--- config.mk ---
export PLATFORM = sky130hd
export DESIGN_NAME = alu
export DESIGN_NICKNAME = d
export VERILOG_FILES = /design/src/hw/cpu_pkg.sv /design/src/hw/alu.sv
export SDC_FILE = /design/constraint.sdc
export NUM_CORES = 1
export LEC_CHECK = 0
export BUFFER_PORTS_ARGS = -buffer_cell sky130_fd_sc_hd__buf_2
export CAP_MARGIN = 20
export CORE_MARGIN = 4
export CORE_UTILIZATION = 49
export DETAILED_ROUTE_END_ITERATION = 8
export GPL_TIMING_DRIVEN = 0
export PLACE_DENSITY = 0.81
export SKIP_LAST_GASP = 1
export SLEW_MARGIN = 40
export SYNTH_ARGS = -nofsm -noshare
export SYNTH_HDL_FRONTEND = slang
export SYNTH_SLANG_ARGS = --single-unit
--- constraint.sdc ---
create_clock -name vclk -period 5.69
set_clock_uncertainty 0.15 [all_clocks]
set_input_delay 0.569 -clock vclk [all_inputs]
set_output_delay 0.569 -clock vclk [all_outputs]
set_load 0.05 [all_outputs]
--- src/hw/cpu_pkg.sv ---
package cpu_pkg;

    localparam int XLEN       = 32;
    localparam int NUM_WORDS  = 32;
    localparam int IMEM_WORDS = 64;
    localparam int IMEM_AW    = $clog2(IMEM_WORDS);   // fetch word index width

    typedef logic [XLEN-1:0] word_t;
    typedef logic [7:0]      byte_t;
    typedef logic [4:0]      reg_addr_t;
    typedef logic [1:0]      lane_t;
    typedef logic [2:0]      pattern_t;

    // loader and signature codes on the byte input
    localparam byte_t LOAD_START  = 8'hFE;
    localparam byte_t LOAD_RUN    = 8'hFF;
    localparam byte_t SIG_TRIGGER = 8'hAA;

    localparam logic [6:0] OP_IMM    = 7'b0010011;
    localparam logic [6:0] OP_REG    = 7'b0110011;
    localparam logic [6:0] OP_LOAD   = 7'b0000011;
    localparam logic [6:0] OP_STORE  = 7'b0100011;
    localparam logic [6:0] OP_BRANCH = 7'b1100011;

    localparam byte_t SIG_PATTERN_0 = 8'h0D;
    localparam byte_t SIG_PATTERN_1 = 8'h36;
    localparam byte_t SIG_PATTERN_2 = 8'h9A;

    typedef enum logic [1:0] {ALU_ADD, ALU_SUB, ALU_AND, ALU_OR} alu_op_t;

    typedef enum logic [2:0] {
        CORE_IDLE, CORE_FETCH, CORE_DECODE, CORE_EXECUTE, CORE_MEMORY, CORE_WRITEBACK
    } core_state_t;

    typedef enum logic [1:0] {LD_WAIT_START, LD_LOADING, LD_RUNNING} loader_state_t;

    typedef struct packed {
        logic               we;
        logic [IMEM_AW-1:0] idx;
        word_t              data;
    } imem_wr_t;

    typedef struct packed {
        alu_op_t alu_op;
        logic    imm_sel;     // second operand is the immediate
        logic    store_imm;   // S-type immediate instead of I-type
        logic    reg_write;
        logic    mem_read;
        logic    mem_write;
    } exec_ctrl_t;

endpackage

--- src/hw/alu.sv ---
module alu import cpu_pkg::*; (
    input  word_t      instr_i,
    input  exec_ctrl_t ctrl_i,
    input  word_t      rs1_data_i,
    input  word_t      rs2_data_i,
    output word_t      result_o,
    output logic       eq_o
);

    word_t imm_i;
    word_t imm_s;
    word_t imm;
    word_t op_b;

    assign imm_i = {{20{instr_i[31]}}, instr_i[31:20]};
    assign imm_s = {{20{instr_i[31]}}, instr_i[31:25], instr_i[11:7]};   // sw offset
    assign imm   = ctrl_i.store_imm ? imm_s : imm_i;
    assign op_b  = ctrl_i.imm_sel ? imm : rs2_data_i;

    always_comb begin
        case (ctrl_i.alu_op)
            ALU_ADD: result_o = rs1_data_i + op_b;
            ALU_SUB: result_o = rs1_data_i - op_b;
            ALU_AND: result_o = rs1_data_i & op_b;
            default: result_o = rs1_data_i | op_b;
        endcase
    end

    // branch compare always on the two registers
    assign eq_o = (rs1_data_i == rs2_data_i);

endmodule

# Word-level counts from Yosys, hierarchy flattened
# Index checks and enable logic that the tools add are counted.
# word_totals
in_bits,103
out_inout_bits,33
ff_bits,0
# classes
bitwise,2
n_mux,3
reduce_logical,1
n_eq_ne,3
n_addsub,2
# ops
op,count
32-bit case mux with 3 select lines,1
32-bit adder,1
32-bit AND,1
32-bit == test,1
32-bit 2-to-1 mux,1
32-bit bitwise OR,1
32-bit subtractor,1
5-bit 2-to-1 mux,1
2-bit by 1-bit == test with 1-bit output (second input constant),1
2-bit == test (second input constant),1
2-bit zero test,1

# Logic depth before layout (Yosys ltp)
# depth
ltp_word,4
ltp_mapped,25
ltp_nobuf,23

# Worst setup path after synthesis
# No wires, ideal clock.
# synth_timing
kind,input to output
startpoint,input ctrl_i[4] (netlist bit)
endpoint,output result_o[31]
path_slack_ps,-428
cell_stages,22
t_arrival_ps,5399
cell_sequence,buf_6 buf_2 clkinv_1 a21oi_2 ha_1 nand4_4 nor2_4 o21ai_2 or3_4 o41ai_2 xnor2_1 o21ai_1 ha_1 nor2b_1 nor3_1 nand2_1 a2bb2oi_1 a31oi_1 mux2i_1 o22ai_1 mux2_1 a21oi_1
# synth_via
elab_chain_len,3
elab_cells_between_ends,6
cone_classes,add/sub (2); mux (2); bitwise (2)
# synth_lines
item,line,rtl
start: declaration,alu.sv:3,"input exec_ctrl_t ctrl_i,"
32-bit 2-to-1 mux *,alu.sv:18,assign op_b = ctrl_i.imm_sel ? imm : rs2_data_i;
"32-bit subtractor, or another cell as far along",alu.sv:23,ALU_SUB: result_o = rs1_data_i - op_b;
32-bit case mux with 3 select lines *,alu.sv:21,case (ctrl_i.alu_op)
end: declaration,alu.sv:6,"output word_t result_o,"
# Every way passes the cells marked *; elsewhere a longest branch is shown, timed or not.

# Final worst setup path
# Same ends and word-level chain as after synthesis.

==> results.json <==
{
  "outcome": "completed",
  "dieArea_um2": 9790,
  "grt_antenna_before_repair": 0,
  "ys_warn_count": 0,
  "nets": 880,
  "io_pins": 136,
  "crit_type": "in2out",
  "hold_path_class": "in2out",
  "die_h_um": 98.95,
  "period_minus_slack_ps": 5673,
  "num-clock-buffers": 0,
  "vias": 5376,
  "synthDistinctLibCells": 76,
  "num_rows": 32,
  "cp-start-kind": "input port",
  "maxSlewViolCount": 0,
  "period_share_pct": 99.70,
  "wl_per_cell_um": 19.98,
  "dp_slack_ps": -1043,
  "power.leakage_nw": 2.313,
  "cap_violations": 0,
  "grt_max_degree": 11,
  "place_hpwl_mm": 13.04,
  "instances_no_fill": 842,
  "drt_iter0_markers": 412,
  "finalSetupTns_ps": 0,
  "core_area_um2": 7888,
  "worstHoldStart": "rs1_data_i[2]",
  "design.seq.count": 0,
  "synth_cells": 611,
  "whs_ps": 1472,
  "syn_avg_cell_area_um2": 6.633,
  "final_util_pct": 66.58,
  "vias_per_cell": 6.385,
  "drive_gt1_share_pct": 28.65,
  "syn_to_final_growth_pct": 29.58,
  "finalSetupViolations": 0,
  "worstHoldPathCells": 4,
  "yosysTopAreaCellShare_pct": 11.02,
  "initial_utilization_pct": 51.38,
  "syn-cell-area_um2": 4053,
  "synthTopCellsByArea": "xor2_1, ha_1, a21oi_1",
  "layout.area.seq_um2": 0,
  "grtUsageTotal_pct": 32.34,
  "tightestPinTransition_ps": 792.0,
  "drt-total-wl_mm": 16.83,
  "diodes": 0,
  "drc": 0,
  "die-width_um": 98.95,
  "dp.cells": 826,
  "yosysSeqAreaShare_pct": 0,
  "synth_commonest_cells": "nand2_1, nor2_1, a21oi_1",
  "min_to": "result_o[2]",
  "cp-end-kind": "primary output",
  "hold_buffers": 0,
  "yosys.area.top_type": "xor2_1",
  "finalWeightedCongestion": 0.9401,
  "synth_nets": 749,
  "postRouteAntennaNets": 0,
  "worstPathMaxFanout": 7,
  "fmax_mhz": 176.3,
  "arrival_ps": 4950,
  "vdd_ir_drop_max_mv": 0.1364,
  "port_buffers": 113,
  "hold_viol": 0,
  "rsz0062_at_grt": "true",
  "first_global_vias": 5117,
  "power_per_cell_area_nw_per_um2": 178.4,
  "required_ps": 4970,
  "max_slew_margin_pct": 47.20,
  "setup_slack_ps": 17.20,
  "grt_pass1_wl_mm": 26.14,
  "overflow": 0,
  "first_pass_iters": 5
}
==> report_power, final <==
group | switching, W | total, W | internal (W) | leakage, nW
sequential | 0 | 0 | 0 | 0
clock | 0 | 0 | 0 | 0
combinational | 0.000604 | 0.000937 | 0.000332 | 2.31
total | 0.000604 | 0.000937 | 0.000332 | 2.31
==> worst max-delay path: stages <==
cell and delay [ps]:
buf_12 110, mux2_4 310, nor4_4 330, buf_4 180, nand4_4 120, nor2_4 140, o21ai_4 100, or3_4 430
o221ai_1 190, o31a_1 170, o22ai_1 80, ha_1 260, a21oi_2 210, nor2b_4 60, nor3_2 170, nand2_1 130
nor2_1 100, nand2_1 110, a31oi_4 290, mux2i_1 220, o22ai_1 100, mux2_4 290, a21oi_2 120, buf_6 170
==> placed cells by master (no fill, tap or decap), types with 28 or more instances in the layout <==
cell,count
nand2_1,61
o21ai_0,39
ha_1,28
xor2_1,51
a21oi_1,54
xnor2_1,30
buf_2,110
nor2_1,57
==> layout make-up <==
cell class / instances / area (µm²)
inverter: 15 / 61.31
multi-input combinational: 557 / 4133
timing repair buffer: 135 / 755.7
fill: 721 / 2636
buffer: 33 / 173.9
tap: 102 / 127.6
==> through the flow <==
stage          area, µm²  total power [W]
4_1_cts             5084        0.0008848
5_1_grt             5251        0.0009962
6_report            5251        0.0009367
3_3_place_gp        4761        0.0008203
2_1_floorplan       4068        0.0006229
3_5_place_dp        4761        0.0008323
==> timing repair <==
| action | 4_1_cts | 5_1_grt |
|---|---|---|
| buffers inserted | 12 | 10 |
| pin swaps | 19 | 19 |
| endpoints found under the setup margin | 14 | 8 |
| gates resized for setup | 50 | 30 |
==> logic make-up (layout without fill, tap and decap cells) <==
logic type / count (synthesis) / after routing / synth area share (%)
mux: 19 / 19 / 4.909
simple gates: 196 / 196 / 23.77
fa+ha+maj: 47 / 47 / 13.96
buf+inv: 54 / 183 / 5.433
compound gates: 214 / 214 / 34.43
xor+xnor: 81 / 81 / 17.51
==> worst max path at each step <==
| stage | cells past startpoint | slack, ps | end | from |
|---|---|---|---|---|
| floorplan | 22 | -130 | result_o[31] | ctrl_i[4] |
| global placement | 23 | -950 | result_o[31] | ctrl_i[4] |
| detailed placement | 23 | -1040 | result_o[31] | ctrl_i[4] |
| CTS | 24 | -3 | result_o[31] | ctrl_i[3] |
| global route | 24 | -170 | result_o[31] | ctrl_i[4] |
| finish | 24 | 20 | result_o[31] | ctrl_i[4] |
==> per-layer routing <==
metal | part of all wire (%) | track usage, % | vias to the layer above
met3 | 9.1 | 4.034 | 38
met2 | 47 | 54.34 | 304
met1 | 41 | 43.59 | 2537
li1 | - | - | 2497
met4 | 2.6 | 8.193 | 0
met5 | 0 | 0 | -
(Power assumes the default switching activity.)
