--- src/hw/cpu_pkg.sv ---
package cpu_pkg;

    localparam int XLEN       = 32;
    localparam int NUM_WORDS  = 32;
    localparam int IMEM_WORDS = 64;
    localparam int IMEM_AW    = $clog2(IMEM_WORDS);   // fetch word index width

    typedef logic [XLEN-1:0] word_t;
    typedef logic [7:0]      byte_t;
    typedef logic [4:0]      reg_addr_t;
    typedef logic [1:0]      lane_t;
    typedef logic [2:0]      pattern_t;

    // loader and signature codes on the byte input
    localparam byte_t LOAD_START  = 8'hFE;
    localparam byte_t LOAD_RUN    = 8'hFF;
    localparam byte_t SIG_TRIGGER = 8'hAA;

    localparam logic [6:0] OP_IMM    = 7'b0010011;
    localparam logic [6:0] OP_REG    = 7'b0110011;
    localparam logic [6:0] OP_LOAD   = 7'b0000011;
    localparam logic [6:0] OP_STORE  = 7'b0100011;
    localparam logic [6:0] OP_BRANCH = 7'b1100011;

    localparam byte_t SIG_PATTERN_0 = 8'h0D;
    localparam byte_t SIG_PATTERN_1 = 8'h36;
    localparam byte_t SIG_PATTERN_2 = 8'h9A;

    typedef enum logic [1:0] {ALU_ADD, ALU_SUB, ALU_AND, ALU_OR} alu_op_t;

    typedef enum logic [2:0] {
        CORE_IDLE, CORE_FETCH, CORE_DECODE, CORE_EXECUTE, CORE_MEMORY, CORE_WRITEBACK
    } core_state_t;

    typedef enum logic [1:0] {LD_WAIT_START, LD_LOADING, LD_RUNNING} loader_state_t;

    typedef struct packed {
        logic               we;
        logic [IMEM_AW-1:0] idx;
        word_t              data;
    } imem_wr_t;

    typedef struct packed {
        alu_op_t alu_op;
        logic    imm_sel;     // second operand is the immediate
        logic    store_imm;   // S-type immediate instead of I-type
        logic    reg_write;
        logic    mem_read;
        logic    mem_write;
    } exec_ctrl_t;

endpackage

--- src/hw/instr_mem.sv ---
module instr_mem import cpu_pkg::*; (
    input  logic               clk_i,
    input  imem_wr_t           imem_wr_i,
    input  logic [IMEM_AW-1:0] fetch_idx_i,
    output word_t              instr_o
);

    word_t mem [IMEM_WORDS];

    // loader write port
    always_ff @(posedge clk_i) begin
        if (imem_wr_i.we) begin
            mem[imem_wr_i.idx] <= imem_wr_i.data;
        end
    end

    // fetch data arrives one cycle after the index
    always_ff @(posedge clk_i) begin
        instr_o <= mem[fetch_idx_i];
    end

endmodule

--- config.mk ---
export PLATFORM = sky130hd
export DESIGN_NAME = instr_mem
export DESIGN_NICKNAME = d
export VERILOG_FILES = /design/src/hw/cpu_pkg.sv /design/src/hw/instr_mem.sv
export SDC_FILE = /design/constraint.sdc
export NUM_CORES = 2
export LEC_CHECK = 0
export BUFFER_PORTS_ARGS = -buffer_cell sky130_fd_sc_hd__buf_4
export CAP_MARGIN = 40
export CELL_PAD_IN_SITES_DETAIL_PLACEMENT = 1
export CELL_PAD_IN_SITES_GLOBAL_PLACEMENT = 2
export CORE_MARGIN = 1
export CORE_UTILIZATION = 50
export DETAILED_ROUTE_END_ITERATION = 12
export PLACE_DENSITY_LB_ADDON = 0.1
export SLEW_MARGIN = 5
export SYNTH_ARGS = -nofsm -noshare
export SYNTH_HDL_FRONTEND = slang
export SYNTH_SLANG_ARGS = --single-unit
export TNS_END_PERCENT = 100
--- constraint.sdc ---
create_clock -name clk_i -period 9.42 [get_ports clk_i]
set_clock_uncertainty 0.05 [all_clocks]
set_input_delay 1.413 -clock clk_i [delete_from_list [all_inputs] [get_ports clk_i]]
set_output_delay 1.413 -clock clk_i [all_outputs]
set_load 0.01 [all_outputs]
# Word-level counts from Yosys, hierarchy flattened
# Memory sizes are Yosys's and may differ from the RTL's. A register that Yosys moved wholly into a read port is not among the register bits.
# Index checks and enable logic that the tools add are counted.
# classes
muxes,2
# ops
cell,n
2-to-1 mux 1 bit,2
# totals
memories,1
ff_bits,0
ramBits,2048
wordCells,3
out_inout_bits,32
# mem_list
name,depth,width,rd,rd_ports_with_merged_regs,wr,line,source
mem,64,32,1,1,1,instr_mem.sv:8,word_t mem [IMEM_WORDS];

# Depth between registers and ports, before layout
# depth
depth_word,2
ltp_mapped,10

# Worst setup path after synthesis
# Ideal clock, no wire load.
# synth_timing
path_type,input-to-reg
startpoint,input port imem_wr_i[35] (netlist name)
endpoint,memory mem[48][0] (netlist name) (enable)
path_stages,4
setup_slack_ns,4.797
arrival_ns,4.112
cell_sequence,clkbuf_1 nor2b_1 nand4b_1 nor3_1
# synth_lines
element,line,source
from (decl),instr_mem.sv:3,"input imem_wr_t imem_wr_i,"
to (decl),instr_mem.sv:8,
# Straight into the memory's write port.

==> impl_metrics.env <==
export IMPL_critPathBufInv=3
export IMPL_critPathKind="input pin to flop"
export IMPL_cp_top_family="buffers and inverters"
export IMPL_syn_to_final_growth_pct=13.3
export IMPL_cts_root_buf="clkbuf_16"
export IMPL_num_fill_cells=12688
export IMPL_numPortBuffers=77
export IMPL_fin_crit_sh_pct=42.5
export IMPL_stdcell_area_um2=88900
export IMPL_synth_cells=3324
export IMPL_min_period_ns=4.01
export IMPL_core_area_um2=156000
export IMPL_cpMaxStageDelayCell="buf_4"
export IMPL_grt_pass1_vias=39039
export IMPL_mostFrequentLayoutCells="edfxtp_1, mux4_2, clkbuf_16, buf_4, mux2i_1"
export IMPL_hold_buffers=0
export IMPL_yosys_warnings=0
export IMPL_drt_wirelength_per_cell_um=37.2
export IMPL_worstPathArrival_ns=4.66
export IMPL_nets=3575
export IMPL_rsz0062_at_grt="no"
export IMPL_tightest_slew_ns=1.05
export IMPL_rows=145
export IMPL_synth_cell_types=34
export IMPL_cp_required_ns=10.07
export IMPL_ctsResizeCount=0
export IMPL_worstHoldPathType="flop to flop"
export IMPL_start_util_pct=50.3
export IMPL_syn_area_per_cell_um2=23.6
export IMPL_grt_use_total_pct=27.4
export IMPL_synth_area_um2=78500
export IMPL_final_common_cell="edfxtp_1"
export IMPL_p_per_area_nw_per_um2=218
export IMPL_wirelength_um=214000
export IMPL_placed_cell_area_um2=82200
export IMPL_via_per_inst=6.40
export IMPL_cts_tree="built"
export IMPL_h_tree_depth=4
export IMPL_path_clk_slew_ns=0.06
export IMPL_whs_ns=0.743
export IMPL_clk_path_buf_depth=3
export IMPL_status="finished clean"
export IMPL_synth_seq_area_share_pct=79.1
export IMPL_finalNonFillerCells=5761
export IMPL_gr_total_overflow=0
export IMPL_worstSetupEndpointType="flop"
export IMPL_peakVddDrop_mv=0.163
export IMPL_post_route_util_pct=57.0
export IMPL_slew_headroom_pct=29.9
export IMPL_gp_congestion=0.768
export IMPL_die_x_um=398
export IMPL_cpMostUsedCell="nor2_1"
export IMPL_hold_viol=0
export IMPL_firstDrtPassIters=5
export IMPL_cts_buffers=207
export IMPL_critPathMaxStageDelay_ns=0.77
export IMPL_clkSinkCount=2080
export IMPL_path_cells="buf_8 > buf_4 > nand2_1 > buf_16 > o22ai_1 > nor2_1 > a21oi_1 > nor2_1"
export IMPL_antenna_found_initial=12
export IMPL_cp_max_fo=89
export IMPL_drive_gt1_share_pct=29.1
export IMPL_setup_viol=0
export IMPL_die_h_um=398
export IMPL_setup_tns_ns=0
export IMPL_startpoint_type="input pin"
export IMPL_fmax_ghz=0.250
export IMPL_cts_setup_buffers=0
export IMPL_cap_violations=0
export IMPL_grt_max_degree=95
export IMPL_p_leak_nw=27.6
export IMPL_syn_nets=3370
export IMPL_drc=0
export IMPL_finalMaxSlewViolations=0
export IMPL_place_hpwl_um=115000
export IMPL_vias=36885
export IMPL_clock_latency_ns=0.85
export IMPL_io_pins=78
export IMPL_ys_ff_latch=2080
export IMPL_drtAntennaViolNets=0
export IMPL_placed_cells=5378
export IMPL_grt_pass1_wl_um=298000
export IMPL_drtIter0Drc=3723
export IMPL_die_area_um2=159000
-- cells by family (layout without fill, tap and decap cells) --
group,after synthesis,in the layout,synth area share (%)
flip-flops,2080,2080,79.1
multiplexers,637,637,16.8
AND/OR/NAND/NOR,223,223,1.27
AO/OA/AOI/OAI,202,202,1.67
buffers and inverters,182,560,1.13
other,0,1,0
-- final timing paths --
path | startpoint | to | slack [ns] | cells after the start
worst min-delay path | mem[29][4]$_DFFE_PP_ | instr_o[4]$_DFF_P_ | 0.74 | 4
worst min register to register | mem[29][4]$_DFFE_PP_ | instr_o[4]$_DFF_P_ | 0.74 | 4
worst max-delay path | fetch_idx_i[1] | instr_o[27]$_DFF_P_ | 5.41 | 8
worst max register to register | mem[63][5]$_DFFE_PP_ | instr_o[5]$_DFF_P_ | 7.27 | 4
-- sequential cells by signal (all words and copies together) (netlist names) --
| name | count |
|---|---|
| mem | 2048 |
| instr_o | 32 |
-- stage by stage --
| step | power [mW] | setup WS (ns) |
|---|---|---|
| 2_1_floorplan | 11.0 | 4.80 |
| 3_3_place_gp | 11.4 | 4.08 |
| 3_5_place_dp | 11.5 | 4.48 |
| 4_1_cts | 19.6 | 5.36 |
| 5_1_grt | 19.9 | 5.32 |
| 6_report | 19.4 | 5.41 |
-- tightest hold or removal path, delay by kind of cell (launching register included) --
family,cells,cell delay (ns)
flops,1,0.32
simple gates,2,0.23
mux,1,0.07
compound gates,1,0.12
-- cells in the mapped netlist --
| library cell | instances | area, um^2 |
|---|---|---|
| nand4_1 | 2 | 12.5 |
| or2_0 | 1 | 6.26 |
| nand3_1 | 5 | 25.0 |
| clkbuf_1 | 74 | 278 |
| or3b_1 | 2 | 17.5 |
| dfxtp_1 | 32 | 641 |
| buf_1 | 21 | 78.8 |
| edfxtp_1 | 2048 | 61500 |
| or3b_2 | 3 | 26.3 |
| o221ai_1 | 27 | 236 |
| a41o_1 | 4 | 40.0 |
| buf_2 | 57 | 285 |
| mux2i_1 | 93 | 931 |
| nand2_1 | 26 | 97.6 |
| or2_2 | 1 | 6.26 |
| nand4b_1 | 1 | 8.76 |
| o22ai_1 | 84 | 526 |
| nor3_1 | 7 | 35.0 |
| buf_4 | 25 | 188 |
| a311oi_1 | 8 | 70.1 |
| and3_1 | 4 | 25.0 |
| a22oi_1 | 12 | 90.1 |
| nor2_1 | 137 | 514 |
| buf_6 | 5 | 56.3 |
| a21oi_1 | 62 | 310 |
| nand3b_1 | 5 | 37.5 |
| mux4_2 | 544 | 12300 |
| o32ai_1 | 4 | 35.0 |
| or3_1 | 3 | 18.8 |
| and2_1 | 2 | 12.5 |
| nand2b_1 | 8 | 50.1 |
| a31oi_1 | 1 | 6.26 |
| or2_1 | 1 | 6.26 |
| nor2b_1 | 15 | 93.8 |
-- power breakdown --
group,leakage (nW),internal [mW],switching (mW),total (mW)
Clock,3.29,4.76,3.42,8.18
Sequential,18.7,10.2,0.0497,10.3
Combinational,5.64,0.349,0.596,0.945
Total,27.6,15.4,4.07,19.4
-- layer usage --
layer	global-route usage (%)	up-vias	share of wire, %
met5	0	-	0.019
met4	6.91	6	2.2
met3	4.79	256	6.5
met2	44.9	1378	50
met1	38.6	20578	42
li1	-	14667	-
-- cell type report --
| class | instances | area, um^2 | share of cell area [%] |
|---|---|---|---|
| Multi-Input combinational cell | 1062 | 16000 | 18.0 |
| Sequential cell | 2080 | 62100 | 69.9 |
| Clock buffer | 293 | 5970 | 6.71 |
| Timing Repair Buffer | 178 | 1520 | 1.71 |
| Tap cell | 2058 | 2570 | 2.90 |
| Antenna cell | 1 | 2.50 | 0.00281 |
| Clock inverter | 89 | 764 | 0.860 |
(Power assumes the default switching activity.)
