### config.mk
export PLATFORM = sky130hd
export DESIGN_NAME = data_mem
export DESIGN_NICKNAME = d
export VERILOG_FILES = /design/src/hw/cpu_pkg.sv /design/src/hw/data_mem.sv
export SDC_FILE = /design/constraint.sdc
export NUM_CORES = 2
export LEC_CHECK = 0
export ABC_AREA = 1
export BUFFER_PORTS_ARGS = -buffer_cell sky130_fd_sc_hd__buf_2
export CORE_UTILIZATION = 30
export CTS_BUF_LIST = sky130_fd_sc_hd__clkbuf_4
export DETAILED_ROUTE_END_ITERATION = 16
export GPL_TIMING_DRIVEN = 0
export HOLD_SLACK_MARGIN = 0.03
export PLACE_DENSITY = 0.5
export SLEW_MARGIN = 20
export SYNTH_ARGS = -nofsm -noshare
export SYNTH_HDL_FRONTEND = slang
export SYNTH_SLANG_ARGS = --single-unit
### constraint.sdc
create_clock -name clk_i -period 42.1 [get_ports clk_i]
set_clock_uncertainty 0.2 [all_clocks]
set_input_delay 12.63 -clock clk_i [delete_from_list [all_inputs] [get_ports clk_i]]
set_output_delay 12.63 -clock clk_i [all_outputs]
set_load 0.1 [all_outputs]
### src/hw/cpu_pkg.sv
package cpu_pkg;

    localparam int XLEN       = 32;
    localparam int NUM_WORDS  = 32;
    localparam int IMEM_WORDS = 64;
    localparam int IMEM_AW    = $clog2(IMEM_WORDS);   // fetch word index width

    typedef logic [XLEN-1:0] word_t;
    typedef logic [7:0]      byte_t;
    typedef logic [4:0]      reg_addr_t;
    typedef logic [1:0]      lane_t;
    typedef logic [2:0]      pattern_t;

    // loader and signature codes on the byte input
    localparam byte_t LOAD_START  = 8'hFE;
    localparam byte_t LOAD_RUN    = 8'hFF;
    localparam byte_t SIG_TRIGGER = 8'hAA;

    localparam logic [6:0] OP_IMM    = 7'b0010011;
    localparam logic [6:0] OP_REG    = 7'b0110011;
    localparam logic [6:0] OP_LOAD   = 7'b0000011;
    localparam logic [6:0] OP_STORE  = 7'b0100011;
    localparam logic [6:0] OP_BRANCH = 7'b1100011;

    localparam byte_t SIG_PATTERN_0 = 8'h0D;
    localparam byte_t SIG_PATTERN_1 = 8'h36;
    localparam byte_t SIG_PATTERN_2 = 8'h9A;

    typedef enum logic [1:0] {ALU_ADD, ALU_SUB, ALU_AND, ALU_OR} alu_op_t;

    typedef enum logic [2:0] {
        CORE_IDLE, CORE_FETCH, CORE_DECODE, CORE_EXECUTE, CORE_MEMORY, CORE_WRITEBACK
    } core_state_t;

    typedef enum logic [1:0] {LD_WAIT_START, LD_LOADING, LD_RUNNING} loader_state_t;

    typedef struct packed {
        logic               we;
        logic [IMEM_AW-1:0] idx;
        word_t              data;
    } imem_wr_t;

    typedef struct packed {
        alu_op_t alu_op;
        logic    imm_sel;     // second operand is the immediate
        logic    store_imm;   // S-type immediate instead of I-type
        logic    reg_write;
        logic    mem_read;
        logic    mem_write;
    } exec_ctrl_t;

endpackage

### src/hw/data_mem.sv
module data_mem import cpu_pkg::*; (
    input  logic      clk_i,
    input  logic      reset,
    input  word_t     addr_i,
    input  word_t     wdata_i,
    input  logic      rd_i,
    input  logic      wr_i,
    input  reg_addr_t dbg_addr_i,
    output word_t     rdata_o,
    output word_t     dbg_data_o
);

    word_t     mem [NUM_WORDS];
    reg_addr_t word_idx;

    assign word_idx = addr_i[6:2];             // byte address to word index

    always_ff @(posedge clk_i or posedge reset) begin
        if (reset) begin
            for (int i = 0; i < NUM_WORDS; i++) begin
                mem[i] <= '0;
            end
        end else if (wr_i) begin
            mem[word_idx] <= wdata_i;
        end
    end

    assign rdata_o    = rd_i ? mem[word_idx] : '0;
    assign dbg_data_o = mem[dbg_addr_i];

endmodule

## Word-level counts from Yosys, hierarchy flattened

Cells that the tools add are included.

| operators by class | value |
|---|---|
| $lt $le $gt $ge | 3 |
| multiplexer cells | 10 |
| bitwise operators | 2 |
| reduce and logical (&&, ||, !) cells | 1 |

Operators by type and width:

| cell | number |
|---|---|
| $bwmux 1024 | 1 |
| $bmux 32 s5 | 2 |
| $mux 32 | 6 |
| $demux 32 s5 | 1 |
| $ge 6x6->1 const B | 2 |
| $not 5->6 | 2 |
| $lt 6x1->1 const B | 1 |
| $logic_and 1x1->1 | 1 |

| word-level totals | value |
|---|---|
| flip-flop bits (word level) | 1024 |
| input port bits | 73 |
| output and inout bits | 64 |

## Depth between registers and ports, before layout

| depth | value |
|---|---|
| depth after elaboration | 6 |
| depth in mapped cells | 13 |

## Worst setup path after synthesis

No wires, ideal clock.

| timing | value |
|---|---|
| kind | input -> output |
| start point | in addr_i[2] |
| end point | out rdata_o[0] |
| data arrival time | 15.329 ns |
| required time | 29.270 ns |
| setup slack | 13.941 ns |
| stages on the path | 13 |
| cell sequence | buf_2 inv_2 buf_2 clkbuf_1 clkbuf_1 nand2_1 nand2_1 nand2_1 nand2_1 nand2_1 nand2_1 nor2_1 a21oi_1 |

| on the way | value |
|---|---|
| word-level cells in the longest chain between the ends | 5 |

Ends and longest elaborated chain:

| element | line | RTL |
|---|---|---|
| start, declared | data_mem.sv:4 | `input word_t addr_i,` |
| $not 5->6 (not written as such) | data_mem.sv:28 | `assign rdata_o = rd_i ? mem[word_idx] : '0;` |
| $bmux 32 s5 | data_mem.sv:28 |  |
| $mux 32 (not written as such) (2 in series) | data_mem.sv:28 |  |
| $mux 32 | data_mem.sv:28 |  |
| end, declared | data_mem.sv:9 | `output word_t rdata_o,` |

Every way passes these cells. The select of a mux whose other input is x is not followed.

## Worst setup path after layout

| timing | value |
|---|---|
| start point | in addr_i[2] |
| end point | out rdata_o[27] |

Same word-level chain as after synthesis.

==> metrics.md <==
| Metric | Value |
|---|---|
| Largest registers | `mem: 1024 flops` |
| RSZ-0062 raised after global routing | `false` |
| Top cell type's share of synthesized area | `44.5%` |
| Die Y-Extent | `around 440 um` |
| Vias/cell | `just under 6` |
| Ys Warns | `0` |
| Met3 WL | `around 57 mm` |
| Total power | `about 3.2 mW` |
| Synth cell types | `16` |
| Die Area | `approximately 0.19 mm^2` |
| Vias | `around 70000` |
| Total track usage | `between 40 and 50%` |
| Worst EP arrival | `16.99 ns` |
| Place WS | `12.70 ns` |
| Slew Limit Fails | `0` |
| Syn Inst Count | `8866` |
| Final setup margin | `12.28 ns` |
| Setup-failing EPs final | `0` |
| Final Hold Fails | `0` |
| Slew HR | `8.51%` |
| Num rows | `160` |
| Initial core utilization | `just over 30%` |
| Mapped cell area | `slightly below 0.06 mm^2` |
| Overflow after GRT | `0` |
| Post-CTS setup buffers | `0` |
| PwrDens | `a little under 50 mW/mm^2` |
| Critical path fanouts, max | `10` |
| Top reg by flops | `mem` |
| Max reg flops | `slightly above 1000` |
| Post-route ant nets | `0` |
| Type of the worst min-delay path | `register to register` |
| Final setup TNS | `0 ns` |
| Area Growth Syn to Fin | `15.7%` |
| CTS clk-pin slew, worst paths | `0.06 ns` |
| H-tree Lvls | `5` |
| Total CTS buffers | `around 330` |
| Vias in the first global route | `between 60000 and 70000` |
| Drt first-iter violations | `11596` |
| Routability Congestion | `1.07` |
| HPWL Detailed | `around 320 mm` |
| Peak VDD IR | `0.0282 mV` |
| Fill cells | `21064` |
| Met2 wire len | `between 150 and 200 mm` |
| Post-layout nets | `approximately 9400` |
| Fraction of registers with async set/reset | `100%` |
| Port bufs | `between 100 and 150` |
| Leak Pwr | `34.0 nW` |
| Die X | `around 440 um` |
| Seq/Total Area, Yosys | `~44%` |
| Initial antenna violation count | `60` |
| DR DRC count | `0` |
| Status | `finished, final reports clean` |
| Critical path type | `primary input to output port` |
| Ports | `around 140` |
| EDFF count, synth | `0` |
| CTS Root Cell | `clkbuf_4` |
| Hold_buf cts | `0` |
| CP Launch Type | `primary input` |
| Total nets after synthesis | `a little under 9000` |
| Fraction of layout cells with a size suffix above 1 | `a little under a tenth` |
| Largest net degree at the start of global routing | `slightly above 100` |
| WL/cell | `35.1 um` |
| Synth area leaders | `dfrtp_1, nand2_1, o21ai_0` |
| #FFs+latches synth | `a little over 1000` |
| Max Clk Rate | `about 34 MHz` |
| Highest metal used | `met5` |
| Core Region | `between 0.15 and 0.2 mm^2` |
| WL final | `between 400 and 500 mm` |
| Cell accounting for the most synthesized area | `dfrtp_1` |
| Cts repair resizes | `0` |
| Clock Tree Buf Depth | `4` |
| Critical Path RT | `just under 30 ns` |
| Clock tree from TritonCTS | `yes` |
| Max Cap Violations | `0` |
| First-pass GRT wire length | `between 500 and 600 mm` |
| Worst-Skew Late Latency | `between 1 and 1.5 ns` |
| Fin crit share | `approximately 70%` |
| Clock Sinks | `1024` |
| Final Critical Period | `around 30 ns` |
| M1 wire length | `between 150 and 200 mm` |
| Crit end category | `output port` |
| Pre-antenna DRT Iters | `10` |
| Most instantiated cells after synthesis | `nand2_1, dfrtp_1, o21ai_0` |
| Worst slew pin tran | `about 1.4 ns` |
| Syn_area_per_cell | `between 6 and 7 um^2` |
| Most used DFF post-synth | `dfrtp_1` |
| Count leader, synth | `nand2_1` |
| Reg2Reg Setup Slack | `between 40 and 50 ns` |
## report_power, final
group | internal (mW) | leakage (nW) | switching [mW]
Combinational | 0.226 | 18.7 | 0.596
Clock | 0.508 | 2.26 | 0.517
Sequential | 1.17 | 13.1 | 0.191
## logic make-up (layout without fill, tap and decap cells)
| logic type | count (synthesis) | after routing | share of synthesized area, % |
|---|---|---|---|
| buf+inv | 823 | 1497 | 5.52 |
| flops | 1024 | 1024 | 44.5 |
| other cells | 0 | 41 | 0 |
| simple gates | 5960 | 5960 | 40.8 |
| compound gates | 1059 | 1059 | 9.20 |
## critical path, stage by stage
cell      delay, ns
buf_2          0.22
buf_2          0.55
clkbuf_1       0.47
clkbuf_1       0.95
nand2_1        0.12
nand2_1        0.10
nand2_1        0.05
nand2_1        0.10
nand2_1        0.18
nand2_1        0.14
nor2_1         0.06
a21oi_1        0.79
buf_2          0.58
## stage by stage
step                utilization (%)  cell area (um^2)  cells  hold WS [ns]
floorplan                         -             57600   8866         0.274
global placement               32.2             61300  11478         0.287
detailed placement             33.0             62800  11533         0.296
CTS                            35.0             66600  12051         0.310
global route                   35.0             66600  12052         0.333
finish                         35.0             66700  12092         0.310
## per-layer routing
layer,track usage (%),vias to the layer above
met2,59.7,5832
met4,36.8,40
met3,16.3,1774
li1,-,29153
met5,0.620,-
met1,51.9,33435
## layout make-up
cell class	count	area [um^2]	area share, %
inverters	116	443	0.664
clock inverters	50	220	0.330
well taps	2511	3140	4.71
flip-flops and latches	1024	25600	38.4
multi-input cells	7019	28800	43.3
diodes	41	103	0.154
clock buffers	468	3510	5.27
repair buffers	156	1840	2.76
plain buffers	707	2930	4.40
## layout by cell type, fill, tap and decap left out
cell type,n
buf_2,198
buf_12,10
inv_1,104
inv_8,1
nor4_4,2
nor3_2,5
clkbuf_1,463
nor2_1,126
nor3_4,5
clkbuf_2,127
nand3_1,832
inv_2,13
diode_2,41
a21oi_1,93
clkinv_1,42
clkbuf_4,468
buf_6,5
dfrtp_1,1024
o21ai_0,837
buf_1,20
buf_16,38
bufinv_16,1
buf_8,2
o21ai_1,129
nand2_1,4987
clkinv_2,5
nor2_2,3
## worst paths after layout
kind / cells after the start / to / start
max: 13 / rdata_o[27] / addr_i[2]
min: 2 / mem[321] / mem[321]
max reg2reg: 2 / mem[946] / mem[946]
min reg2reg: 2 / mem[321] / mem[321]
max in group asynchronous: 6 / mem[846] / reset
min in group asynchronous: 2 / mem[164] / reset
No activity file was read; power rests on OpenSTA's default activity.
