### src/hw/cpu_pkg.sv
package cpu_pkg;

    localparam int XLEN       = 32;
    localparam int NUM_WORDS  = 32;
    localparam int IMEM_WORDS = 64;
    localparam int IMEM_AW    = $clog2(IMEM_WORDS);   // fetch word index width

    typedef logic [XLEN-1:0] word_t;
    typedef logic [7:0]      byte_t;
    typedef logic [4:0]      reg_addr_t;
    typedef logic [1:0]      lane_t;
    typedef logic [2:0]      pattern_t;

    // loader and signature codes on the byte input
    localparam byte_t LOAD_START  = 8'hFE;
    localparam byte_t LOAD_RUN    = 8'hFF;
    localparam byte_t SIG_TRIGGER = 8'hAA;

    localparam logic [6:0] OP_IMM    = 7'b0010011;
    localparam logic [6:0] OP_REG    = 7'b0110011;
    localparam logic [6:0] OP_LOAD   = 7'b0000011;
    localparam logic [6:0] OP_STORE  = 7'b0100011;
    localparam logic [6:0] OP_BRANCH = 7'b1100011;

    localparam byte_t SIG_PATTERN_0 = 8'h0D;
    localparam byte_t SIG_PATTERN_1 = 8'h36;
    localparam byte_t SIG_PATTERN_2 = 8'h9A;

    typedef enum logic [1:0] {ALU_ADD, ALU_SUB, ALU_AND, ALU_OR} alu_op_t;

    typedef enum logic [2:0] {
        CORE_IDLE, CORE_FETCH, CORE_DECODE, CORE_EXECUTE, CORE_MEMORY, CORE_WRITEBACK
    } core_state_t;

    typedef enum logic [1:0] {LD_WAIT_START, LD_LOADING, LD_RUNNING} loader_state_t;

    typedef struct packed {
        logic               we;
        logic [IMEM_AW-1:0] idx;
        word_t              data;
    } imem_wr_t;

    typedef struct packed {
        alu_op_t alu_op;
        logic    imm_sel;     // second operand is the immediate
        logic    store_imm;   // S-type immediate instead of I-type
        logic    reg_write;
        logic    mem_read;
        logic    mem_write;
    } exec_ctrl_t;

endpackage

### src/hw/reg_file.sv
module reg_file import cpu_pkg::*; (
    input  logic      clk_i,
    input  logic      reset,
    input  reg_addr_t rs1_i,
    input  reg_addr_t rs2_i,
    input  reg_addr_t rd_i,
    input  reg_addr_t dbg_addr_i,
    input  logic      we_i,
    input  word_t     wdata_i,
    output word_t     rs1_data_o,
    output word_t     rs2_data_o,
    output word_t     dbg_data_o
);

    word_t regs [NUM_WORDS];

    always_ff @(posedge clk_i or posedge reset) begin
        if (reset) begin
            for (int i = 0; i < NUM_WORDS; i++) begin
                regs[i] <= '0;
            end
        end else if (we_i && rd_i != '0) begin   // x0 stays zero
            regs[rd_i] <= wdata_i;
        end
    end

    assign rs1_data_o = regs[rs1_i];
    assign rs2_data_o = regs[rs2_i];
    assign dbg_data_o = regs[dbg_addr_i];      // operator readout

endmodule

### config.mk
export PLATFORM = sky130hd
export DESIGN_NAME = reg_file
export DESIGN_NICKNAME = d
export VERILOG_FILES = /design/src/hw/cpu_pkg.sv /design/src/hw/reg_file.sv
export SDC_FILE = /design/constraint.sdc
export NUM_CORES = 2
export LEC_CHECK = 0
export BUFFER_PORTS_ARGS = -buffer_cell sky130_fd_sc_hd__buf_2
export CELL_PAD_IN_SITES_DETAIL_PLACEMENT = 0
export CELL_PAD_IN_SITES_GLOBAL_PLACEMENT = 1
export CORE_ASPECT_RATIO = 0.75
export CORE_MARGIN = 3
export CORE_UTILIZATION = 52
export DETAILED_ROUTE_END_ITERATION = 6
export PLACE_DENSITY = 0.92
export RECOVER_POWER = 50
export SETUP_SLACK_MARGIN = 0.2
export SLEW_MARGIN = 15
export SYNTH_ARGS = -nofsm -noshare
export SYNTH_HDL_FRONTEND = slang
export SYNTH_SLANG_ARGS = --single-unit
### constraint.sdc
create_clock -name clk_i -period 42.3 [get_ports clk_i]
set_input_delay 4.23 -clock clk_i [delete_from_list [all_inputs] [get_ports clk_i]]
set_output_delay 4.23 -clock clk_i [all_outputs]
set_load 0.03 [all_outputs]
; Word-level counts from Yosys, hierarchy flattened
; Cells that the tools add are included.
[word_totals]
regBits = 1024
input_bits = 55
out_inout_bits = 96
elab_cells = 56
[classes]
n_lt_le_gt_ge = 5
mux = 12
bitwise = 4
reduce_logical = 3
[ops]
columns = operator, n
row1 = $bwmux W1024, 1
row2 = $bmux W32 S5, 3
row3 = $mux W32, 7
row4 = $demux W32 S5, 1
row5 = $ge A6 B6 Y1 const B, 4
row6 = $not A5 Y6, 4
row7 = $lt A6 B1 Y1 const B, 1
row8 = $reduce_bool A5 Y1, 1
row9 = $logic_and A1 B1 Y1, 2

; Logic depth before layout (Yosys ltp)
[depth]
word_depth = 6
ltp_mapped = 8
mapped_depth_nobuf = 5

; Worst setup path before layout
; OpenSTA, ideal clock, no wires.
[synth_timing]
path_type = input -> output
start = input port dbg_addr_i[1]
end = output port dbg_data_o[0]
arrival_ps = 5609
required_time_ps = 38070
path_slack_ps = 32461
path_stages = 8
path_buffers = 4
cell_sequence = buf_2 buf_4 buf_2 buf_2 mux2i_1 nand2_1 a31oi_1 nand3_1
[synth_via]
elab_chain_len = 4
[synth_rtl]
columns = element, line_no
row1 = from (decl), reg_file.sv:7  ; input reg_addr_t dbg_addr_i,
row2 = $not A5 Y6 (implied by the code), reg_file.sv:29  ; assign dbg_data_o = regs[dbg_addr_i];
row3 = $bmux W32 S5, reg_file.sv:29
row4 = $mux W32 (implied by the code) (2 in series), reg_file.sv:29
row5 = to (decl), reg_file.sv:12  ; output word_t dbg_data_o
; No other way between the ends. The select of a mux whose other input is x is not followed.

; Worst setup path in the final report
[layout_timing]
start = input port rs1_i[1]
end = output port rs1_data_o[20]
[layout_via]
elab_chain_len = 4
[layout_rtl]
columns = element, line_no
row1 = from (decl), reg_file.sv:4  ; input reg_addr_t rs1_i,
row2 = $not A5 Y6 (implied by the code), reg_file.sv:27  ; assign rs1_data_o = regs[rs1_i];
row3 = $bmux W32 S5, reg_file.sv:27
row4 = $mux W32 (implied by the code) (2 in series), reg_file.sv:27
row5 = to (decl), reg_file.sv:10  ; output word_t rs1_data_o,
; No other way between the ends. The select of a mux whose other input is x is not followed.

==> results_dict.tcl <==
set metrics [dict create \
    gp_congestion 0.850 \
    multi_input_area_mm2 0.0360 \
    clk_latency_ps 710 \
    skew_ps 0 \
    seqPwrFrac_pct 44.9 \
    netlist_top_cells_area "dfrtp_1 (40%), mux2i_1 (24%), mux2_2 (17%)" \
    routed_via_density 7.02 \
    path_cells "buf_8 > buf_4 > buf_4 > buf_4 > mux2i_1 > a22oi_1 > a31oi_1 > nand3_1 > buf_2" \
    tns_ps 0 \
    synth_cells 5760 \
    status "finished with violations" \
    slew_headroom_pct -195 \
    grt_overflow 0 \
    largest_reg_flops 1024 \
    avgSynthCellArea_um2 11.2 \
    antenna_found_initial 19 \
    die_x_um 413 \
    drive_above_1_share_pct 24.5 \
    firstDrtPassIters 6 \
    grt_pass1_wl_mm 329 \
    cts_resized 0 \
    path_depth 9 \
    area_growth_pct 5.83 \
    switching_share_pct 32.6 \
    grt_usage_pct 33.7 \
    rr_endpoint "regs[841]" \
    cp_data_required_time_ps 38070 \
    synth_seq_area_share_pct 39.6 \
    io_pins 151 \
    critPathTopFamily "buffers and inverters" \
    wire_per_inst_um 31.0 \
    vias 50800 \
    worstPathArrival_ps 9220 \
    first_iter_violations 6846 \
    hold_class "reg2reg" \
    top_register "regs" \
    crit_slowest_cell "buf_4" \
    crit_path_start_kind "input pin" \
    p_int_w 0.00205 \
    power_density_mw_per_mm2 44.3 \
    ys_ff_latch 1024 \
    drv_cap 31 \
    synth_area_mm2 0.0647 \
    leakage_nw 32.4 \
    synth_top_area_share_pct 39.6 \
    p_clk_share_pct 31.0 \
    min_period_ps 13450 \
    synth_cell_type_count 30 \
    reg_top3 "regs x1024" \
    startpoint "rs1_i[1]" \
    max_stage_delay_ps 1020 \
    crit_end "rs1_data_o[20]" \
    rsz0062_at_grt "false" \
    cp_num_buf_inv 5 \
    yosys_warnings 0 \
    initial_utilization_pct 52.7 \
    num_rows 111 \
    path_class "in2out" \
    cts_max_level 3 \
    core_mm2 0.123 \
    timing.fmax_ghz 0.0744 \
    clk_pin_slew_worst_paths_ps 70 \
    crit_path_end_kind "output port" \
    cts_root_buf "clkbuf_16" \
    fp.dieH_um 312 \
    rrSetupSlack_ps 41410 \
    final_nets 5564 \
    portBuffers 150 \
    seqCellArea_mm2 0.0256 \
    setup_viol 0 \
    dieArea_mm2 0.129 \
    holdBufCountCts 0 \
    finalCritPeriodShare_pct 31.8 \
    clock_path_buffers 3 \
    ff2ff_path_depth 1 \
    tightest_slew_ps 4410 \
    drc 0 \
    pwr-share-comb_pct 24.1 \
    cts_sinks 1024 \
    grt_max_degree 135 \
    crit_path_frequent_cell "buf_4" \
    final_hold_viol_count 0 \
    numCtsBuffers 99 \
    syn_nets 5815 \
    r2r-start "regs[841]" \
    grt_pass1_vias 49600 \
    violations "capacitance limit, slew limit" \
    p_sw_w 0.000989 \
    yosysTopAreaCell "dfrtp_1" \
    hpwl_mm 117 \
    postCtsSetupRepairBufs 0 \
    slew_violations 1121 \
    routed_wl_mm 224 \
    cp_max_fo 101 \
    ant_nets 0 \
    cts_tree "built" \
    peakVddDrop_v 0.0000334 \
    hold_ws_ps 431 \
    n_fill_cell 10300 \
]
==> synth_stat cells (all sizes together) <==
cell	n
a21oi	288
a22o	192
a22oi	288
a31oi	96
and2	3
and3	1
and3b	1
buf	330
clkbuf	269
dfrtp	1024
inv	1
mux2	992
mux2i	1536
nand2	307
nand2b	6
nand3	290
nand3b	4
nor2	20
nor2b	6
nor3	97
nor3b	4
or2	4
or3b	1
==> through the flow <==
step,cell area [um2],instances,worst slack (ps),power [W],util [%]
4_1_cts,68700,7223,28930,0.00301,55.9
5_1_grt,68500,7232,28730,0.00316,55.7
3_3_place_gp,65300,7046,29070,0.00204,53.2
3_5_place_dp,65300,7046,28980,0.00208,53.2
6_report,68500,7237,28850,0.00304,55.7
2_1_floorplan,64700,5760,9250,0.00188,-
==> final cells by class <==
| type | instances | share of cell area [%] |
|---|---|---|
| Multi-Input combinational cell | 4136 | 52.5 |
| Sequential cell | 1024 | 37.4 |
| Clock buffer | 139 | 4.15 |
| Tap cell | 1638 | 2.99 |
| Timing Repair Buffer | 247 | 2.18 |
| Clock inverter | 38 | 0.703 |
| Antenna cell | 14 | 0.0511 |
| Inverter | 1 | 0.00731 |
==> cells by family after synthesis <==
family          Yosys count  synth area share [%]
flops                  1024                  39.6
compound gates          864                  9.09
buf+inv                 600                  4.88
simple gates            744                  5.41
mux                    2528                  41.0
==> metal layers <==
layer / track usage [%] / up-vias / wire length, um
li1: - / 21000 / -
met3: 10.6 / 797 / 28700
met4: 16.5 / 12 / 12000
met1: 45.9 / 25500 / 88400
met5: 0 / - / 93
met2: 48.4 / 3469 / 94900
==> cells in the final DEF, fill, tap and decap left out, types with 4 or more instances in the layout <==
cell type and count:
nor3_1 97, clkinv_2 21, nand2_2 10, nand3_1 290
nor2_1 11, nor3b_1 4, nand3b_1 4, mux2_2 954
nand2b_2 6, a21oi_1 288, nor2_4 9, buf_12 6
mux2_1 38, clkbuf_16 101, clkbuf_1 48, bufinv_16 10
a22oi_1 288, clkbuf_8 17, inv_6 4, buf_2 144
a31oi_1 96, dfrtp_1 1024, nor2b_4 6, a22o_1 192
mux2i_1 1536, nand2_1 296, diode_2 14, buf_4 67
==> how the worst min path moves through the flow <==
stage | endpoint | cells past startpoint | start
finish | regs[1005] | 0 | regs[1005]
global route | regs[996] | 0 | regs[996]
CTS | regs[1003] | 0 | regs[1003]
detailed placement | regs[1003] | 0 | regs[1003]
global placement | regs[1018] | 0 | regs[1018]
floorplan | regs[1000] | 1 | regs[1000]
==> power groups by stage <==
stage	combinational, W	sequential, W	clock [W]
5_1_grt	0.000786	0.00139	0.000983
2_1_floorplan	0.000566	0.00132	0
3_5_place_dp	0.000715	0.00137	0
6_report	0.000731	0.00136	0.000940
4_1_cts	0.000719	0.00135	0.000943
3_3_place_gp	0.000693	0.00135	0
Power figures use the tool's default switching activity.
