<file path="src/hw/cpu_pkg.sv">
package cpu_pkg;

    localparam int XLEN       = 32;
    localparam int NUM_WORDS  = 32;
    localparam int IMEM_WORDS = 64;
    localparam int IMEM_AW    = $clog2(IMEM_WORDS);   // fetch word index width

    typedef logic [XLEN-1:0] word_t;
    typedef logic [7:0]      byte_t;
    typedef logic [4:0]      reg_addr_t;
    typedef logic [1:0]      lane_t;
    typedef logic [2:0]      pattern_t;

    // loader and signature codes on the byte input
    localparam byte_t LOAD_START  = 8'hFE;
    localparam byte_t LOAD_RUN    = 8'hFF;
    localparam byte_t SIG_TRIGGER = 8'hAA;

    localparam logic [6:0] OP_IMM    = 7'b0010011;
    localparam logic [6:0] OP_REG    = 7'b0110011;
    localparam logic [6:0] OP_LOAD   = 7'b0000011;
    localparam logic [6:0] OP_STORE  = 7'b0100011;
    localparam logic [6:0] OP_BRANCH = 7'b1100011;

    localparam byte_t SIG_PATTERN_0 = 8'h0D;
    localparam byte_t SIG_PATTERN_1 = 8'h36;
    localparam byte_t SIG_PATTERN_2 = 8'h9A;

    typedef enum logic [1:0] {ALU_ADD, ALU_SUB, ALU_AND, ALU_OR} alu_op_t;

    typedef enum logic [2:0] {
        CORE_IDLE, CORE_FETCH, CORE_DECODE, CORE_EXECUTE, CORE_MEMORY, CORE_WRITEBACK
    } core_state_t;

    typedef enum logic [1:0] {LD_WAIT_START, LD_LOADING, LD_RUNNING} loader_state_t;

    typedef struct packed {
        logic               we;
        logic [IMEM_AW-1:0] idx;
        word_t              data;
    } imem_wr_t;

    typedef struct packed {
        alu_op_t alu_op;
        logic    imm_sel;     // second operand is the immediate
        logic    store_imm;   // S-type immediate instead of I-type
        logic    reg_write;
        logic    mem_read;
        logic    mem_write;
    } exec_ctrl_t;

endpackage

</file>
<file path="src/hw/instr_loader.sv">
module instr_loader import cpu_pkg::*; (
    input  logic     clk_i,
    input  logic     reset,
    input  byte_t    instr_i,
    output imem_wr_t imem_wr_o,
    output logic     running_o,
    output logic     loading_o
);

    loader_state_t      state;
    logic [1:0]         byte_cnt;
    logic [23:0]        shift_q;     // lower three bytes of the word in flight
    logic [IMEM_AW-1:0] word_idx;

    always_ff @(posedge clk_i or posedge reset) begin
        if (reset) begin
            state    <= LD_WAIT_START;
            byte_cnt <= 2'd0;
            word_idx <= '0;
        end else begin
            case (state)
                LD_WAIT_START: begin
                    if (instr_i == LOAD_START) begin
                        state    <= LD_LOADING;
                        byte_cnt <= 2'd0;
                        word_idx <= '0;
                    end
                end
                LD_LOADING: begin
                    if (byte_cnt == 2'd0 && instr_i == LOAD_RUN) begin
                        state <= LD_RUNNING;        // only at a word boundary
                    end else begin
                        byte_cnt <= byte_cnt + 2'd1;
                        if (byte_cnt == 2'd3) begin
                            word_idx <= word_idx + 1'b1;
                        end
                    end
                end
                default: state <= LD_RUNNING;       // held until reset
            endcase
        end
    end

    // lsb first, so each new byte enters at the top
    always_ff @(posedge clk_i) begin
        shift_q <= {instr_i, shift_q[23:8]};
    end

    assign imem_wr_o.we   = (state == LD_LOADING) && (byte_cnt == 2'd3);
    assign imem_wr_o.idx  = word_idx;
    assign imem_wr_o.data = {instr_i, shift_q};

    assign running_o = (state == LD_RUNNING);
    assign loading_o = (state == LD_LOADING);

endmodule

</file>
<file path="config.mk">
export PLATFORM = sky130hd
export DESIGN_NAME = instr_loader
export DESIGN_NICKNAME = d
export VERILOG_FILES = /design/src/hw/cpu_pkg.sv /design/src/hw/instr_loader.sv
export SDC_FILE = /design/constraint.sdc
export NUM_CORES = 1
export LEC_CHECK = 0
export ABC_CLOCK_PERIOD_IN_PS = 2800
export BUFFER_PORTS_ARGS = -buffer_cell sky130_fd_sc_hd__buf_2
export CAP_MARGIN = 30
export CORE_MARGIN = 2
export CORE_UTILIZATION = 48
export CTS_CLUSTER_SIZE = 12
export DETAILED_ROUTE_END_ITERATION = 7
export PLACE_DENSITY = 0.85
export SETUP_SLACK_MARGIN = 0.4
export SLEW_MARGIN = 10
export SYNTH_ARGS = -nofsm -noshare
export SYNTH_HDL_FRONTEND = slang
export SYNTH_SLANG_ARGS = --single-unit
</file>
<file path="constraint.sdc">
create_clock -name clk_i -period 2.8 [get_ports clk_i]
set_input_delay 0.42 -clock clk_i [delete_from_list [all_inputs] [get_ports clk_i]]
set_output_delay 0.42 -clock clk_i [all_outputs]
set_load 0.02 [all_outputs]
</file>
Word-level counts from Yosys, hierarchy flattened
Index checks and enable logic that the tools add are counted. Widths: inputs -> output; s select.

Magnitude comparators: 0. Multiply operators: 0. Bitwise operators: 0. Div/mod/pow operators: 0. $add $sub $neg: 2. Equality and inequality tests: 9. Muxes and demuxes: 10. Shift operators: 0. Reductions and logical operators: 8.

Operator list (count): $mux 6 (3); $eq 8x8->1 const B (2); $pmux 6 s2 (1); $mux 2 (4); $pmux 2 s2 (2); $add 6x1->6 const B (1); $eq 2x2->1 const B (2); $logic_not 2->1 (2); $ne 2x1->1 const B (2); $ne 2x2->1 const B (2); $reduce_and 4->1 (1); $reduce_and 3->1 (1); $add 2x1->2 const B (1); $eq 2x1->1 const B (1); $logic_and 1x1->1 (2); $reduce_and 2->1 (1); $reduce_bool 2->1 (1).

Bits in latches: 0. Logic and storage cells: 33. Memories kept: 0. Bits in read-only memories: 0. Input port bits: 10. Bits in registers: 34. Output and inout bits: 41. Bits in writable memories: 0.

Longest topological paths before layout
Depth in word-level cells: 4. Depth in mapped cells: 7. Depth with buffers taken out: 6.

Least setup slack after synthesis
Ideal clock, no wire load.

Kind: register to output. Start: reg state[0]. End: out imem_wr_o[38] in the netlist's numbering. Path slack: 1.082 ns. Arrival time: 1.298 ns. Path buffers: 1. Stages on the path, launching flop included: 5. Data required time: 2.380 ns. Cells stage by stage: dfrtp_1 -> nor2b_1 -> buf_2 -> inv_1 -> nor2_1.

RTL lines: start: declaration (line instr_loader.sv:10) `loader_state_t state;`; start signal: assignment (line instr_loader.sv:17) `state <= LD_WAIT_START;`; start signal: assignment (line instr_loader.sv:24) `state <= LD_LOADING;`; start signal: assignment (line instr_loader.sv:31) `state <= LD_RUNNING;`; end: declaration (line instr_loader.sv:5) `output imem_wr_t imem_wr_o,`.

==> results.md <==
| Quantity | Value | Unit |
|:---|:---|:---|
| Initial antenna violation count | 0 | - |
| Headroom to the max-slew limit | 73.8 | % |
| Core region area | 2250 | µm² |
| Type of destination of the critical path | primary output | - |
| Slack of the critical path | 911 | ps |
| Vias/cell | 4.85 | - |
| Number of warnings printed during yosys synthesis | 0 | - |
| Unrepaired setup endpoints after global routing | false | - |
| Summed instance area of the synthesized netlist | 1160 | µm² |
| Number of nets in the final layout | 155 | - |
| Cell internal power dissipation | 0.000720 | W |
| Pre-Repair DR Iteration Count | 4 | - |
| Peak clock frequency supported by timing | 529 | MHz |
| Residual DRC | 0 | - |
| Number of global-route vias before repair | 780 | - |
| Layout overhead on the synthesized area | 23.8 | % |
| Rows | 17 | - |
| Post-synthesis sequential element count | 34 | - |
| Final count of hold timing violations | 0 | - |
| Total nets after synthesis | 107 | - |
| Die area | 2830 | µm² |
| Sequential fraction of design power | 54.3 | % |
| Routed WL | 2.07 | mm |
| Clock latency of the later-clocked register in the worst-skew pair | 330 | ps |
| DPL Wire Length | 1.61 | mm |
| Overall via count from detail_route | 829 | - |
| Source of the critical timing path | state[0]$_DFFE_PP0P_ | - |
| Capture instance of the worst register-to-register path | word_idx[5]$_DFFE_PP0P_ | - |
| Top cells by area, synth | dfxtp_1 41%, dfrtp_1 22%, buf_4 5.2% | - |
| Antenna diodes | 0 | - |
| Number of cells on the worst reg-to-reg path | 6 | - |
| Effective utilization at floorplan | 51.5 | % |
| Type of element launching the critical path | flip-flop | - |
| Number of setup buffers added after CTS | 0 | - |
| Die span in y | 53.2 | µm |
| Per-instance average area after synthesis | 12.4 | µm² |
| Max-cap violations | 0 | - |
| Yosys top cell area share | 41.4 | % |
| Fin crit share | 67.5 | % |
| Leak Pwr | 0.707 | nW |
| Sum Neg Setup Slack | 0 | ps |
| Global-route wire length before repair | 3.36 | mm |
| Minimum hold slack | 50.2 | ps |
| R2R setup slack | 1060 | ps |
| Leading cell type in the layout, fill and taps excluded | buf_2 | - |
| Commonest cells after routing, fill and taps aside | 50 x buf_2, 24 x dfxtp_1, 10 x dfrtp_1 | - |
| Critical path start-end classification | flip-flop to primary output | - |
| Global routing usage summed across all routing layers | 17.3 | % |
| Share of synthesized registers carrying an async set or reset | 29.4 | % |
| Post-layout util | 63.8 | % |
| Power density normalized to cell area | 714 | nW/µm² |
| Clock transition at the register clock pins on the worst setup and hold paths after CTS | 100 | ps |
| Minimum setup slack after placement | 1070 | ps |
| Iter 0 DRT Violations | 19 | - |
| Share of power burned in combinational logic | 19.2 | % |
| Max clock buf depth | 2 | - |
| Shortest clock period the worst path allows after layout | 1890 | ps |
| # IOs | 51 | - |
| Final setup violation count | 0 | - |
| Clock network power share | 26.5 | % |
| Final clock skew | 7.56 | ps |
| Port bufs | 50 | - |
| Number of levels in the clock H-tree | 2 | - |
| Fill cells | 171 | - |
| GRT Residual Overflow | 0 | - |
| Cell taking the most area after synthesis | dfxtp_1 | - |
| Peak fanout along the critical path | 13 | - |
| Total of hold buffers inserted after clock tree synthesis | 0 | - |
| Fraction of layout instances using a drive strength above 1 | 42.7 | % |
| Slew at the pin closest to its max-slew limit | 393 | ps |
| WL/cell | 12.1 | µm |
| Proportion of total power due to net switching | 29.8 | % |
| Routability Congestion | 0.771 | - |
| Num CTS Buffers | 5 | - |
| CTS tree | built | - |
| Share of synthesized area occupied by flip-flops and latches | 62.9 | % |
| Remaining antenna violation count | 0 | - |
| Post-CTS resize count | 0 | - |
| Worst hold path type | primary input to asynchronous set/reset pin | - |
| Run status | finished, final reports clean | - |
| Maximum number of pins on one net before global-route repair | 14 | - |
| Clk sinks | 34 | - |
| Count of pins over their slew limit | 0 | - |
| Data arrival, critical path | 1470 | ps |
| Data required time at the worst endpoint | 2380 | ps |
| Clock Root Buffer | clkbuf_4 | - |
| Switching power total | 0.000306 | W |
| Chip width | 53.2 | µm |
| Number of flops mapped to enable cells by yosys | 0 | - |
| Main synth FF type | dfxtp_1 | - |
| Synthesized netlist cell count | 94 | - |
| Peak VDD IR | 0.455 | mV |
| Synth unique cells | 28 | - |
| Reg2reg start | byte_cnt[0]$_DFFE_PP0P_ | - |
per-layer routing:
metal	global-route usage, %	wire length [µm]	vias up	part of all wire [%]
li1	-	-	409	-
met1	19.6	864	374	42
met2	27.9	969	43	47
met3	8.47	211	3	10
met4	6.41	25	0	1.2
met5	0	0	-	0
synthesized netlist by cell type, types with 3 or more instances:
master and count:
a32o_1 3, buf_4 8, dfrtp_1 10, dfxtp_1 24, ha_1 3, inv_1 7, mux2i_1 3, nand2_1 6
nor2_1 3, o21ai_0 5
metrics by stage:
step	power (W)	cell area, µm²	instances
after floorplan	0.000700	1160	94
after global placement	0.000753	1380	163
after detailed placement	0.000766	1380	163
after CTS	0.00104	1440	171
after global routing	0.00109	1440	171
final	0.00103	1440	171
sequential cells by signal (all words and copies together), names as in the netlist:
signal,cells
shift_q,24
word_idx,6
state,2
byte_cnt,2
critical path, cell delays in order, from the launching register on:
cell,delay [ps]
dfrtp_1,450
nor2b_1,160
buf_4,190
inv_1,70
nor2_1,100
buf_2,170
cell families (layout without fill, tap and decap cells):
kind of cell | after synthesis | in the layout | synth area share (%)
mux | 3 | 3 | 2.59
flops | 34 | 34 | 62.9
compound gates | 16 | 16 | 12.0
simple gates | 21 | 21 | 10.5
fa+ha+maj | 3 | 3 | 3.23
buf+inv | 17 | 66 | 8.84
area by class of cell:
class | count | area (µm²) | area share [%]
Sequential cell | 34 | 731 | 50.8
Multi-Input combinational cell | 43 | 328 | 22.8
Timing Repair Buffer | 51 | 258 | 17.9
Clock buffer | 7 | 55.1 | 3.83
Tap cell | 28 | 35.0 | 2.44
Inverter | 7 | 26.3 | 1.83
Clock inverter | 1 | 5.00 | 0.348
how the worst max path moves through the flow:
| stage | to | slack (ps) | cells past startpoint |
|---|---|---|---|
| floorplan | imem_wr_o[38] | 1080 | 4 |
| global placement | word_idx[1]$_DFFE_PP0P_ | 1100 | 5 |
| detailed placement | word_idx[4]$_DFFE_PP0P_ | 1070 | 6 |
| CTS | imem_wr_o[38] | 890 | 5 |
| global route | imem_wr_o[38] | 790 | 5 |
| finish | imem_wr_o[38] | 910 | 5 |
power by group through the flow:
stage	sequential, W	combinational, W	clock [W]
2_1_floorplan	0.000601	0.0000989	0
3_3_place_gp	0.000565	0.000188	0
3_5_place_dp	0.000569	0.000197	0
4_1_cts	0.000558	0.000198	0.000286
5_1_grt	0.000564	0.000220	0.000306
6_report	0.000557	0.000197	0.000272
Power figures use the tool's default switching activity.
